===== src/source/uartPkg.sv =====
package uartPkg;

    // serial frame format, 8N1
    localparam int DATA_BITS  = 8;
    localparam int OVERSAMPLE = 16;

    // 50 MHz * 2416 / 65536 gives about 1.8432 MHz
    // which is 16 ticks per bit at 115200 baud
    localparam int BAUD_ACC_WIDTH = 16;
    localparam int BAUD_INCREMENT = 2416;

    // AXI4-Lite bus widths
    localparam int AXI_ADDR_WIDTH = 4;
    localparam int AXI_DATA_WIDTH = 32;

    typedef logic [DATA_BITS-1:0]          byteT;
    typedef logic [$clog2(OVERSAMPLE)-1:0] tickCountT;
    typedef logic [$clog2(DATA_BITS)-1:0]  bitIndexT;

    typedef logic [AXI_ADDR_WIDTH-1:0] axiAddrT;
    typedef logic [AXI_DATA_WIDTH-1:0] axiDataT;
    typedef logic [1:0]                axiRespT;

    localparam axiRespT RESP_OKAY   = 2'b00;
    localparam axiRespT RESP_SLVERR = 2'b10;

    // register map
    localparam axiAddrT ADDR_TXDATA = 4'h0;
    localparam axiAddrT ADDR_RXDATA = 4'h4;
    localparam axiAddrT ADDR_STATUS = 4'h8;

    // status register bit positions
    localparam int STAT_TXBUSY   = 0;
    localparam int STAT_RXVALID  = 1;
    localparam int STAT_OVERRUN  = 2;
    localparam int STAT_FRAMEERR = 3;

    // literal prefixes keep the two state sets apart in one scope
    typedef enum logic [1:0] {TX_IDLE, TX_START, TX_DATA, TX_STOP} txStateT;
    typedef enum logic [1:0] {RX_IDLE, RX_START, RX_DATA, RX_STOP} rxStateT;

endpackage


===== src/source/uartCtrlIf.sv =====
`timescale 1ns/1ps

interface uartCtrlIf import uartPkg::*; ();

    // transmit side
    logic txStart;
    byteT txData;
    logic txBusy;

    // receive side
    logic rxValid;
    byteT rxData;
    logic rxFrameErr;

    modport regs (
        output txStart,
        output txData,
        input  txBusy,
        input  rxValid,
        input  rxData,
        input  rxFrameErr
    );

    modport tx (
        input  txStart,
        input  txData,
        output txBusy
    );

    modport rx (
        output rxValid,
        output rxData,
        output rxFrameErr
    );

endinterface


===== src/source/baudTick.sv =====
`timescale 1ns/1ps

module baudTick import uartPkg::*; (
    input  logic clk,
    input  logic rst,
    output logic tick
);

    logic [BAUD_ACC_WIDTH-1:0] acc;
    logic [BAUD_ACC_WIDTH:0]   accSum;

    // one extra bit holds the carry out
    assign accSum = {1'b0, acc} + (BAUD_ACC_WIDTH + 1)'(BAUD_INCREMENT);

    always_ff @(posedge clk) begin
        if (rst) begin
            acc  <= '0;
            tick <= 1'b0;
        end else begin
            acc  <= accSum[BAUD_ACC_WIDTH-1:0];
            // carry marks one oversampling period
            tick <= accSum[BAUD_ACC_WIDTH];
        end
    end

endmodule


===== src/source/uartTx.sv =====
`timescale 1ns/1ps

module uartTx import uartPkg::*; (
    input  logic clk,
    input  logic rst,
    input  logic tick,
    uartCtrlIf.tx ctrl,
    output logic txd
);

    txStateT   state;
    tickCountT tickCnt;
    bitIndexT  bitIdx;
    byteT      txByte;

    assign ctrl.txBusy = (state != TX_IDLE);

    // frame payload, captured when a frame starts
    always_ff @(posedge clk) begin
        if (state == TX_IDLE && ctrl.txStart) begin
            txByte <= ctrl.txData;
        end
    end

    always_ff @(posedge clk) begin
        if (rst) begin
            state   <= TX_IDLE;
            tickCnt <= '0;
            bitIdx  <= '0;
            txd     <= 1'b1;
        end else begin
            case (state)
                TX_IDLE: begin
                    txd <= 1'b1;
                    if (ctrl.txStart) begin
                        state   <= TX_START;
                        tickCnt <= '0;
                    end
                end
                TX_START: begin
                    if (tick) begin
                        if (txd) begin
                            // line drops on the first tick after the request
                            txd <= 1'b0;
                        end else if (tickCnt == tickCountT'(OVERSAMPLE - 1)) begin
                            tickCnt <= '0;
                            bitIdx  <= '0;
                            txd     <= txByte[0];
                            state   <= TX_DATA;
                        end else begin
                            tickCnt <= tickCnt + 1'b1;
                        end
                    end
                end
                TX_DATA: begin
                    if (tick) begin
                        if (tickCnt == tickCountT'(OVERSAMPLE - 1)) begin
                            tickCnt <= '0;
                            if (bitIdx == bitIndexT'(DATA_BITS - 1)) begin
                                txd   <= 1'b1;
                                state <= TX_STOP;
                            end else begin
                                // lsb first
                                bitIdx <= bitIdx + 1'b1;
                                txd    <= txByte[bitIdx + 1'b1];
                            end
                        end else begin
                            tickCnt <= tickCnt + 1'b1;
                        end
                    end
                end
                TX_STOP: begin
                    if (tick) begin
                        if (tickCnt == tickCountT'(OVERSAMPLE - 1)) begin
                            tickCnt <= '0;
                            state   <= TX_IDLE;
                        end else begin
                            tickCnt <= tickCnt + 1'b1;
                        end
                    end
                end
                default: state <= TX_IDLE;
            endcase
        end
    end

endmodule


===== src/source/uartRx.sv =====
`timescale 1ns/1ps

module uartRx import uartPkg::*; (
    input  logic clk,
    input  logic rst,
    input  logic tick,
    input  logic rxd,
    uartCtrlIf.rx ctrl
);

    logic      rxMeta;
    logic      rxSync;
    rxStateT   state;
    tickCountT tickCnt;
    bitIndexT  bitIdx;
    byteT      shiftReg;
    logic      bitEnd;

    // two-flop synchronizer, idles at the line's high level
    always_ff @(posedge clk) begin
        if (rst) begin
            rxMeta <= 1'b1;
            rxSync <= 1'b1;
        end else begin
            rxMeta <= rxd;
            rxSync <= rxMeta;
        end
    end

    // sixteenth tick since the last sample point
    assign bitEnd = tick && (tickCnt == tickCountT'(OVERSAMPLE - 1));

    // data path, sampled at mid-bit
    always_ff @(posedge clk) begin
        if (state == RX_DATA && bitEnd) begin
            shiftReg[bitIdx] <= rxSync;
        end
        if (state == RX_STOP && bitEnd && rxSync) begin
            ctrl.rxData <= shiftReg;
        end
    end

    always_ff @(posedge clk) begin
        if (rst) begin
            state           <= RX_IDLE;
            tickCnt         <= '0;
            bitIdx          <= '0;
            ctrl.rxValid    <= 1'b0;
            ctrl.rxFrameErr <= 1'b0;
        end else begin
            ctrl.rxValid    <= 1'b0;
            ctrl.rxFrameErr <= 1'b0;
            case (state)
                RX_IDLE: begin
                    if (!rxSync) begin
                        state   <= RX_START;
                        tickCnt <= '0;
                    end
                end
                RX_START: begin
                    if (tick) begin
                        if (tickCnt == tickCountT'(OVERSAMPLE / 2 - 1)) begin
                            // half a bit in, a high line means it was a glitch
                            tickCnt <= '0;
                            bitIdx  <= '0;
                            state   <= rxSync ? RX_IDLE : RX_DATA;
                        end else begin
                            tickCnt <= tickCnt + 1'b1;
                        end
                    end
                end
                RX_DATA: begin
                    if (bitEnd) begin
                        tickCnt <= '0;
                        if (bitIdx == bitIndexT'(DATA_BITS - 1)) begin
                            state <= RX_STOP;
                        end else begin
                            bitIdx <= bitIdx + 1'b1;
                        end
                    end else if (tick) begin
                        tickCnt <= tickCnt + 1'b1;
                    end
                end
                RX_STOP: begin
                    if (bitEnd) begin
                        tickCnt <= '0;
                        state   <= RX_IDLE;
                        // stop bit must be high
                        if (rxSync) begin
                            ctrl.rxValid <= 1'b1;
                        end else begin
                            ctrl.rxFrameErr <= 1'b1;
                        end
                    end else if (tick) begin
                        tickCnt <= tickCnt + 1'b1;
                    end
                end
                default: state <= RX_IDLE;
            endcase
        end
    end

endmodule


===== src/source/uartRegs.sv =====
`timescale 1ns/1ps

module uartRegs import uartPkg::*; (
    input  logic    clk,
    input  logic    rst,
    input  logic    awvalid,
    output logic    awready,
    input  axiAddrT awaddr,
    input  logic    wvalid,
    output logic    wready,
    input  axiDataT wdata,
    output logic    bvalid,
    input  logic    bready,
    output axiRespT bresp,
    input  logic    arvalid,
    output logic    arready,
    input  axiAddrT araddr,
    output logic    rvalid,
    input  logic    rready,
    output axiDataT rdata,
    output axiRespT rresp,
    uartCtrlIf.regs ctrl
);

    logic    awDone;
    logic    wDone;
    axiAddrT awAddrQ;
    axiDataT wDataQ;
    logic    awFire;
    logic    wFire;
    logic    arFire;
    logic    writeGo;
    axiAddrT writeAddr;
    axiDataT writeData;
    logic    txAccept;
    logic    readRxData;
    logic    readStatus;
    logic    rxHeld;
    byteT    rxByte;
    logic    overrun;
    logic    frameErr;
    axiDataT statusWord;

    // a pending response blocks new addresses on its path
    assign awready = !bvalid && !awDone;
    assign wready  = !bvalid && !wDone;
    assign arready = !rvalid;

    assign awFire = awvalid && awready;
    assign wFire  = wvalid && wready;
    assign arFire = arvalid && arready;

    // aw and w in any order, this cycle's beat or the held one
    assign writeAddr = awFire ? awaddr : awAddrQ;
    assign writeData = wFire ? wdata : wDataQ;
    assign writeGo   = (awDone || awFire) && (wDone || wFire);
    assign txAccept  = writeGo && (writeAddr == ADDR_TXDATA)
                     && !(ctrl.txBusy || ctrl.txStart);

    assign readRxData = arFire && (araddr == ADDR_RXDATA);
    assign readStatus = arFire && (araddr == ADDR_STATUS);

    always_comb begin
        statusWord                = '0;
        statusWord[STAT_TXBUSY]   = ctrl.txBusy;
        statusWord[STAT_RXVALID]  = rxHeld;
        statusWord[STAT_OVERRUN]  = overrun;
        statusWord[STAT_FRAMEERR] = frameErr;
    end

    // write channel control
    always_ff @(posedge clk) begin
        if (rst) begin
            awDone       <= 1'b0;
            wDone        <= 1'b0;
            bvalid       <= 1'b0;
            ctrl.txStart <= 1'b0;
        end else begin
            ctrl.txStart <= txAccept;
            if (writeGo) begin
                awDone <= 1'b0;
                wDone  <= 1'b0;
                bvalid <= 1'b1;
            end else begin
                if (awFire) awDone <= 1'b1;
                if (wFire) wDone <= 1'b1;
                if (bvalid && bready) bvalid <= 1'b0;
            end
        end
    end

    always_ff @(posedge clk) begin
        if (awFire) awAddrQ <= awaddr;
        if (wFire) wDataQ <= wdata;
        if (writeGo) bresp <= txAccept ? RESP_OKAY : RESP_SLVERR;
        if (txAccept) ctrl.txData <= writeData[DATA_BITS-1:0];
    end

    // read channel
    always_ff @(posedge clk) begin
        if (rst) begin
            rvalid <= 1'b0;
        end else if (arFire) begin
            rvalid <= 1'b1;
        end else if (rready) begin
            rvalid <= 1'b0;
        end
    end

    always_ff @(posedge clk) begin
        if (arFire) begin
            rresp <= RESP_OKAY;
            case (araddr)
                ADDR_RXDATA: rdata <= axiDataT'(rxByte);
                ADDR_STATUS: rdata <= statusWord;
                default: begin
                    rdata <= '0;
                    rresp <= RESP_SLVERR;
                end
            endcase
        end
    end

    // receive holding register and sticky flags
    always_ff @(posedge clk) begin
        if (ctrl.rxValid) rxByte <= ctrl.rxData;
    end

    always_ff @(posedge clk) begin
        if (rst) begin
            rxHeld   <= 1'b0;
            overrun  <= 1'b0;
            frameErr <= 1'b0;
        end else begin
            if (ctrl.rxValid) begin
                rxHeld <= 1'b1;
            end else if (readRxData) begin
                rxHeld <= 1'b0;
            end
            // new byte replaces one that nobody has read
            if (ctrl.rxValid && rxHeld && !readRxData) begin
                overrun <= 1'b1;
            end else if (readStatus) begin
                overrun <= 1'b0;
            end
            if (ctrl.rxFrameErr) begin
                frameErr <= 1'b1;
            end else if (readStatus) begin
                frameErr <= 1'b0;
            end
        end
    end

endmodule


===== src/source/uartTop.sv =====
`timescale 1ns/1ps

module uartTop import uartPkg::*; (
    input  logic    clk,
    input  logic    rst,
    // AXI4-Lite slave
    input  logic    awvalid,
    output logic    awready,
    input  axiAddrT awaddr,
    input  logic    wvalid,
    output logic    wready,
    input  axiDataT wdata,
    output logic    bvalid,
    input  logic    bready,
    output axiRespT bresp,
    input  logic    arvalid,
    output logic    arready,
    input  axiAddrT araddr,
    output logic    rvalid,
    input  logic    rready,
    output axiDataT rdata,
    output axiRespT rresp,
    // serial line
    output logic    txd,
    input  logic    rxd
);

    logic tick;

    uartCtrlIf ctrl ();

    // shared 16x oversampling tick
    baudTick i_baud (
        .clk  (clk),
        .rst  (rst),
        .tick (tick)
    );

    uartTx i_tx (
        .clk  (clk),
        .rst  (rst),
        .tick (tick),
        .ctrl (ctrl.tx),
        .txd  (txd)
    );

    uartRx i_rx (
        .clk  (clk),
        .rst  (rst),
        .tick (tick),
        .rxd  (rxd),
        .ctrl (ctrl.rx)
    );

    uartRegs i_regs (
        .clk     (clk),
        .rst     (rst),
        .awvalid (awvalid),
        .awready (awready),
        .awaddr  (awaddr),
        .wvalid  (wvalid),
        .wready  (wready),
        .wdata   (wdata),
        .bvalid  (bvalid),
        .bready  (bready),
        .bresp   (bresp),
        .arvalid (arvalid),
        .arready (arready),
        .araddr  (araddr),
        .rvalid  (rvalid),
        .rready  (rready),
        .rdata   (rdata),
        .rresp   (rresp),
        .ctrl    (ctrl.regs)
    );

endmodule


===== config.mk =====
export PLATFORM = sky130hd
export DESIGN_NAME = uartTop
export DESIGN_NICKNAME = d
export VERILOG_FILES = /design/src/source/uartPkg.sv /design/src/source/uartCtrlIf.sv /design/src/source/baudTick.sv /design/src/source/uartTx.sv /design/src/source/uartRx.sv /design/src/source/uartRegs.sv /design/src/source/uartTop.sv
export SDC_FILE = /design/constraint.sdc
export NUM_CORES = 1
export LEC_CHECK = 0
export BUFFER_PORTS_ARGS = -buffer_cell sky130_fd_sc_hd__buf_2
export CORE_MARGIN = 3
export CORE_UTILIZATION = 33
export CTS_CLUSTER_SIZE = 40
export DETAILED_ROUTE_END_ITERATION = 8
export GPL_TIMING_DRIVEN = 0
export RECOVER_POWER = 25
export SLEW_MARGIN = 10
export SYNTH_ARGS = -nofsm -noshare
export SYNTH_HDL_FRONTEND = slang
export SYNTH_SLANG_ARGS = --single-unit

===== constraint.sdc =====
create_clock -name clk -period 2.96 [get_ports clk]
set_input_delay 0.444 -clock clk [delete_from_list [all_inputs] [get_ports clk]]
set_output_delay 0.444 -clock clk [all_outputs]
set_load 0.01 [all_outputs]

==> Implementation_results.wiki <==
{| class="wikitable"
! Metric !! Value
|-
| Fraction of the cycle the final worst path needs || 80.8%
|-
| Routed len/inst || between 10 and 15 um
|-
| Fill cell total of the finished layout || roughly 1.2k
|-
| Count of synthesis-stage warnings from yosys || 0
|-
| CTS Buffer Depth || 2
|-
| Critical path arrival || between 2 and 2.5 ns
|-
| Count of flip-flops with a built-in enable after synthesis || 50
|-
| Starting density of the core || 34.3%
|-
| Cell internal power dissipation || 2480 uW
|-
| Gate count of the mapped netlist || 380
|-
| Max-cap check violation count || 0
|-
| Setup repair after global routing missed its margin || false
|-
| Setup TNS Final || 0 ns
|-
| Flip-flop and latch count after synthesis || 106
|-
| Remaining design rule violation count || 0
|-
| Per-cell via count in the routed design || 4.45
|-
| Min cycle time layout || 2.39 ns
|-
| Antenna diode count || 0
|-
| Headroom to the max-slew limit || 43.7%
|-
| Cts bufs inserted || 9
|-
| Die footprint || about 15000 um^2
|-
| Total wirelength of the detailed-routed design || 7.29 mm
|-
| Area share of the largest cell type after synthesis || 34.1%
|-
| H-tree depth || 3
|-
| Largest net degree at the start of global routing || 19
|-
| Final Hold Fails || 0
|-
| Number of gates resized after cts || 0
|-
| Synth async-reset ratio || 0%
|-
| PwrDens || 616 nW/um^2
|-
| Core footprint || 12800 um^2
|-
| Fraction of power consumed by combinational cells || 10.4%
|-
| Clock-pin slew reported for the worst setup and hold paths after clock tree synthesis || 0.07 ns
|-
| Height of the die || 122 um
|-
| Layout overhead on the synthesized area || 18.6%
|-
| Relative contribution of sequential cells to total power || 51.9%
|-
| Run status || completed
|-
| Register area share after synthesis || 59.6%
|-
| Worst clock skew || 0.00746 ns
|-
| Final setup vio count || 0
|-
| Most used flip-flop cell after synthesis || dfxtp_1
|-
| Iteration-0 DRC count of the detailed router || 119
|-
| CP Data Required Time || 2.95 ns
|-
| Worst reg2reg endpoint || i_regs.ctrl.txData[1]
|-
| Synth area leader || edfxtp_1
|-
| Total number of clock tree sinks || approximately 110
|-
| DRT Pass-1 Iters || 4
|-
| I/O pins || 90
|-
| Leak pwr || between 0.002 and 0.0025 uW
|-
| Number of cells on the worst reg-to-reg path || 4
|-
| Master cell of the clock root buffer || clkbuf_16
|-
| Initial antenna violation count || 0
|-
| Destination of the critical timing path || i_regs.ctrl.txData[1]
|-
| Overall track demand over capacity in global routing || 10.5%
|-
| Crit path launch type || flip-flop
|-
| Proportion of power drawn by the clock network || 37.7%
|-
| Number of standard cells in the final layout excluding fillers || between 600 and 700
|-
| Count of buffers from port buffering || 38
|-
| Slew Limit Fails || 0
|-
| Placed Area || around 5000 um^2
|-
| Post-synthesis cell type count || 60
|-
| GRT Residual Overflow || 0
|-
| Num rows || between 40 and 50
|-
| Chip Width || around 120 um
|-
| Total via count after detailed routing || 2811
|-
| Setup slack of the worst register-to-register path || 0.57 ns
|-
| Worst setup EP type || flip-flop
|-
| Placed insts || 615
|-
| Design Area, Final || between 5000 and 6000 um^2
|-
| Later-pin clock latency in the skew report || 0.34 ns
|-
| Post-layout nets || 515
|-
| Worst r2r src || i_regs.bvalid
|-
| Maximum fanout along the worst path || 9
|-
| Most frequent cells after synthesis || dfxtp_1 (56), edfxtp_1 (50), nor2_1 (42)
|-
| Area of the mapped netlist || 4400 um^2
|-
| Peak supply drop || 0.244 mV
|-
| Post-DP HPWL || 5.52 mm
|-
| Most frequently used cell type in the post-synthesis netlist || dfxtp_1
|-
| Switching portion of total power || a little under a quarter
|-
| Net switching component of the power || 736 uW
|-
| Max frequency || 418 MHz
|-
| Average cell area after synthesis || 11.6 um^2
|-
| Final Hold Slack || 0.283 ns
|-
| Antenna Nets Post-Route || 0
|-
| Worst slack at placement || 0.375 ns
|-
| First-pass GRT wire length || 12.2 mm
|-
| Hold buffers post-CTS || 0
|-
| Worst slew pin tran || 0.843 ns
|-
| Weighted congestion reported at the end of routability-driven placement || 0.766
|-
| Leading cell types by total area after synthesis || edfxtp_1 (34%), dfxtp_1 (25%), buf_4 (4.4%), ha_1 (3.7%), nor2_1 (3.6%)
|-
| Worst-case setup margin in the final layout || 0.568 ns
|-
| Number of global-route vias before repair || 2589
|-
| TritonCTS clock tree || done
|-
| CP Launch Point || i_regs.bvalid
|-
| Fraction of final layout cells with drive strength greater than 1 || 23.1%
|-
| Critical path class || reg2reg
|-
| Buffers inserted by post-CTS timing repair || 0
|-
| Min-Delay Path Class || in2reg
|}
sequential cells by signal (all words and copies together) (netlist names), 8 cells and up, named ones only:
register and count:
i_rx.shiftReg 8, i_baud.acc 12, i_regs.ctrl.txData 8, i_regs.rdata 8
i_regs.rxByte 8, i_tx.txByte 8, i_rx.ctrl.rxData 8, i_regs.wDataQ 8
critical path: stages, from the launching register on:
cell and delay, ns:
dfxtp_1 0.37, nor3b_2 0.35, mux2_2 0.40, or4_4 0.52, nor3_4 0.39
metal layers:
metal | vias to the layer above | global-route usage [%] | part of all wire (%) | wire, um
met5 | - | 0 | 0 | 0
met4 | 0 | 4.69 | 1.8 | 132
met3 | 9 | 2.75 | 4.6 | 333
met2 | 54 | 16.8 | 48 | 3510
met1 | 1314 | 13.3 | 45 | 3320
li1 | 1434 | - | - | -
cell families (layout without fill, tap and decap cells):
kind of cell | count (synthesis) | after routing | share of synthesized area [%]
simple gates | 128 | 128 | 15.6
flops | 106 | 106 | 59.6
compound gates | 55 | 55 | 7.87
buf+inv | 51 | 105 | 6.65
mux | 19 | 19 | 5.12
fa+ha+maj | 13 | 13 | 3.69
xor+xnor | 7 | 7 | 1.39
other cells | 1 | 26 | 0.0852
cells in the final DEF, fill, tap and decap left out, drive strengths merged, types with 4 or more instances in the layout:
cell    count
mux2i       6
mux2       12
dfxtp      56
edfxtp     50
and2        8
xor2        6
buf        67
nand3       9
nand2      19
or2         7
o21ai      10
conb       26
nor3       11
nand2b      4
inv        16
a21oi      24
nor2b       4
clkbuf     21
a211oi      4
nor2       42
ha         13
power groups by stage:
stage / Clock (uW) / Sequential [uW] / Combinational [uW]
finish: 1210 / 1670 / 334
global route: 1310 / 1680 / 375
CTS: 1240 / 1670 / 336
detailed placement: 0 / 1700 / 333
global placement: 0 / 1700 / 322
floorplan: 0 / 1690 / 247
layout make-up:
type                            instances  area [um^2]  share of cell area [%]
Timing Repair Buffer                   38          190                    3.64
Multi-Input combinational cell        248         1580                    30.3
Inverter                               14         52.6                    1.01
Buffer                                 37          240                    4.60
Clock inverter                          3         26.3                   0.503
Clock buffer                           13          293                    5.61
Sequential cell                       106         2620                    50.2
Tap cell                              172          215                    4.12
how the worst min path moves through the flow:
stage	from	cells past startpoint	slack, ns	end
floorplan	i_rx.rxMeta	1	0.39	i_rx.rxSync
global placement	i_rx.shiftReg[0]	0	0.40	i_rx.ctrl.rxData[0]
detailed placement	i_rx.shiftReg[0]	0	0.40	i_rx.ctrl.rxData[0]
CTS	rxd	2	0.28	i_rx.rxMeta
global route	rxd	2	0.28	i_rx.rxMeta
finish	rxd	2	0.28	i_rx.rxMeta
metrics by stage:
step	total power [uW]	utilization, %
floorplan	1940	-
global placement	2020	38.2
detailed placement	2030	38.2
CTS	3250	40.7
global route	3360	40.7
finish	3210	40.7
Power figures use the tool's default switching activity.
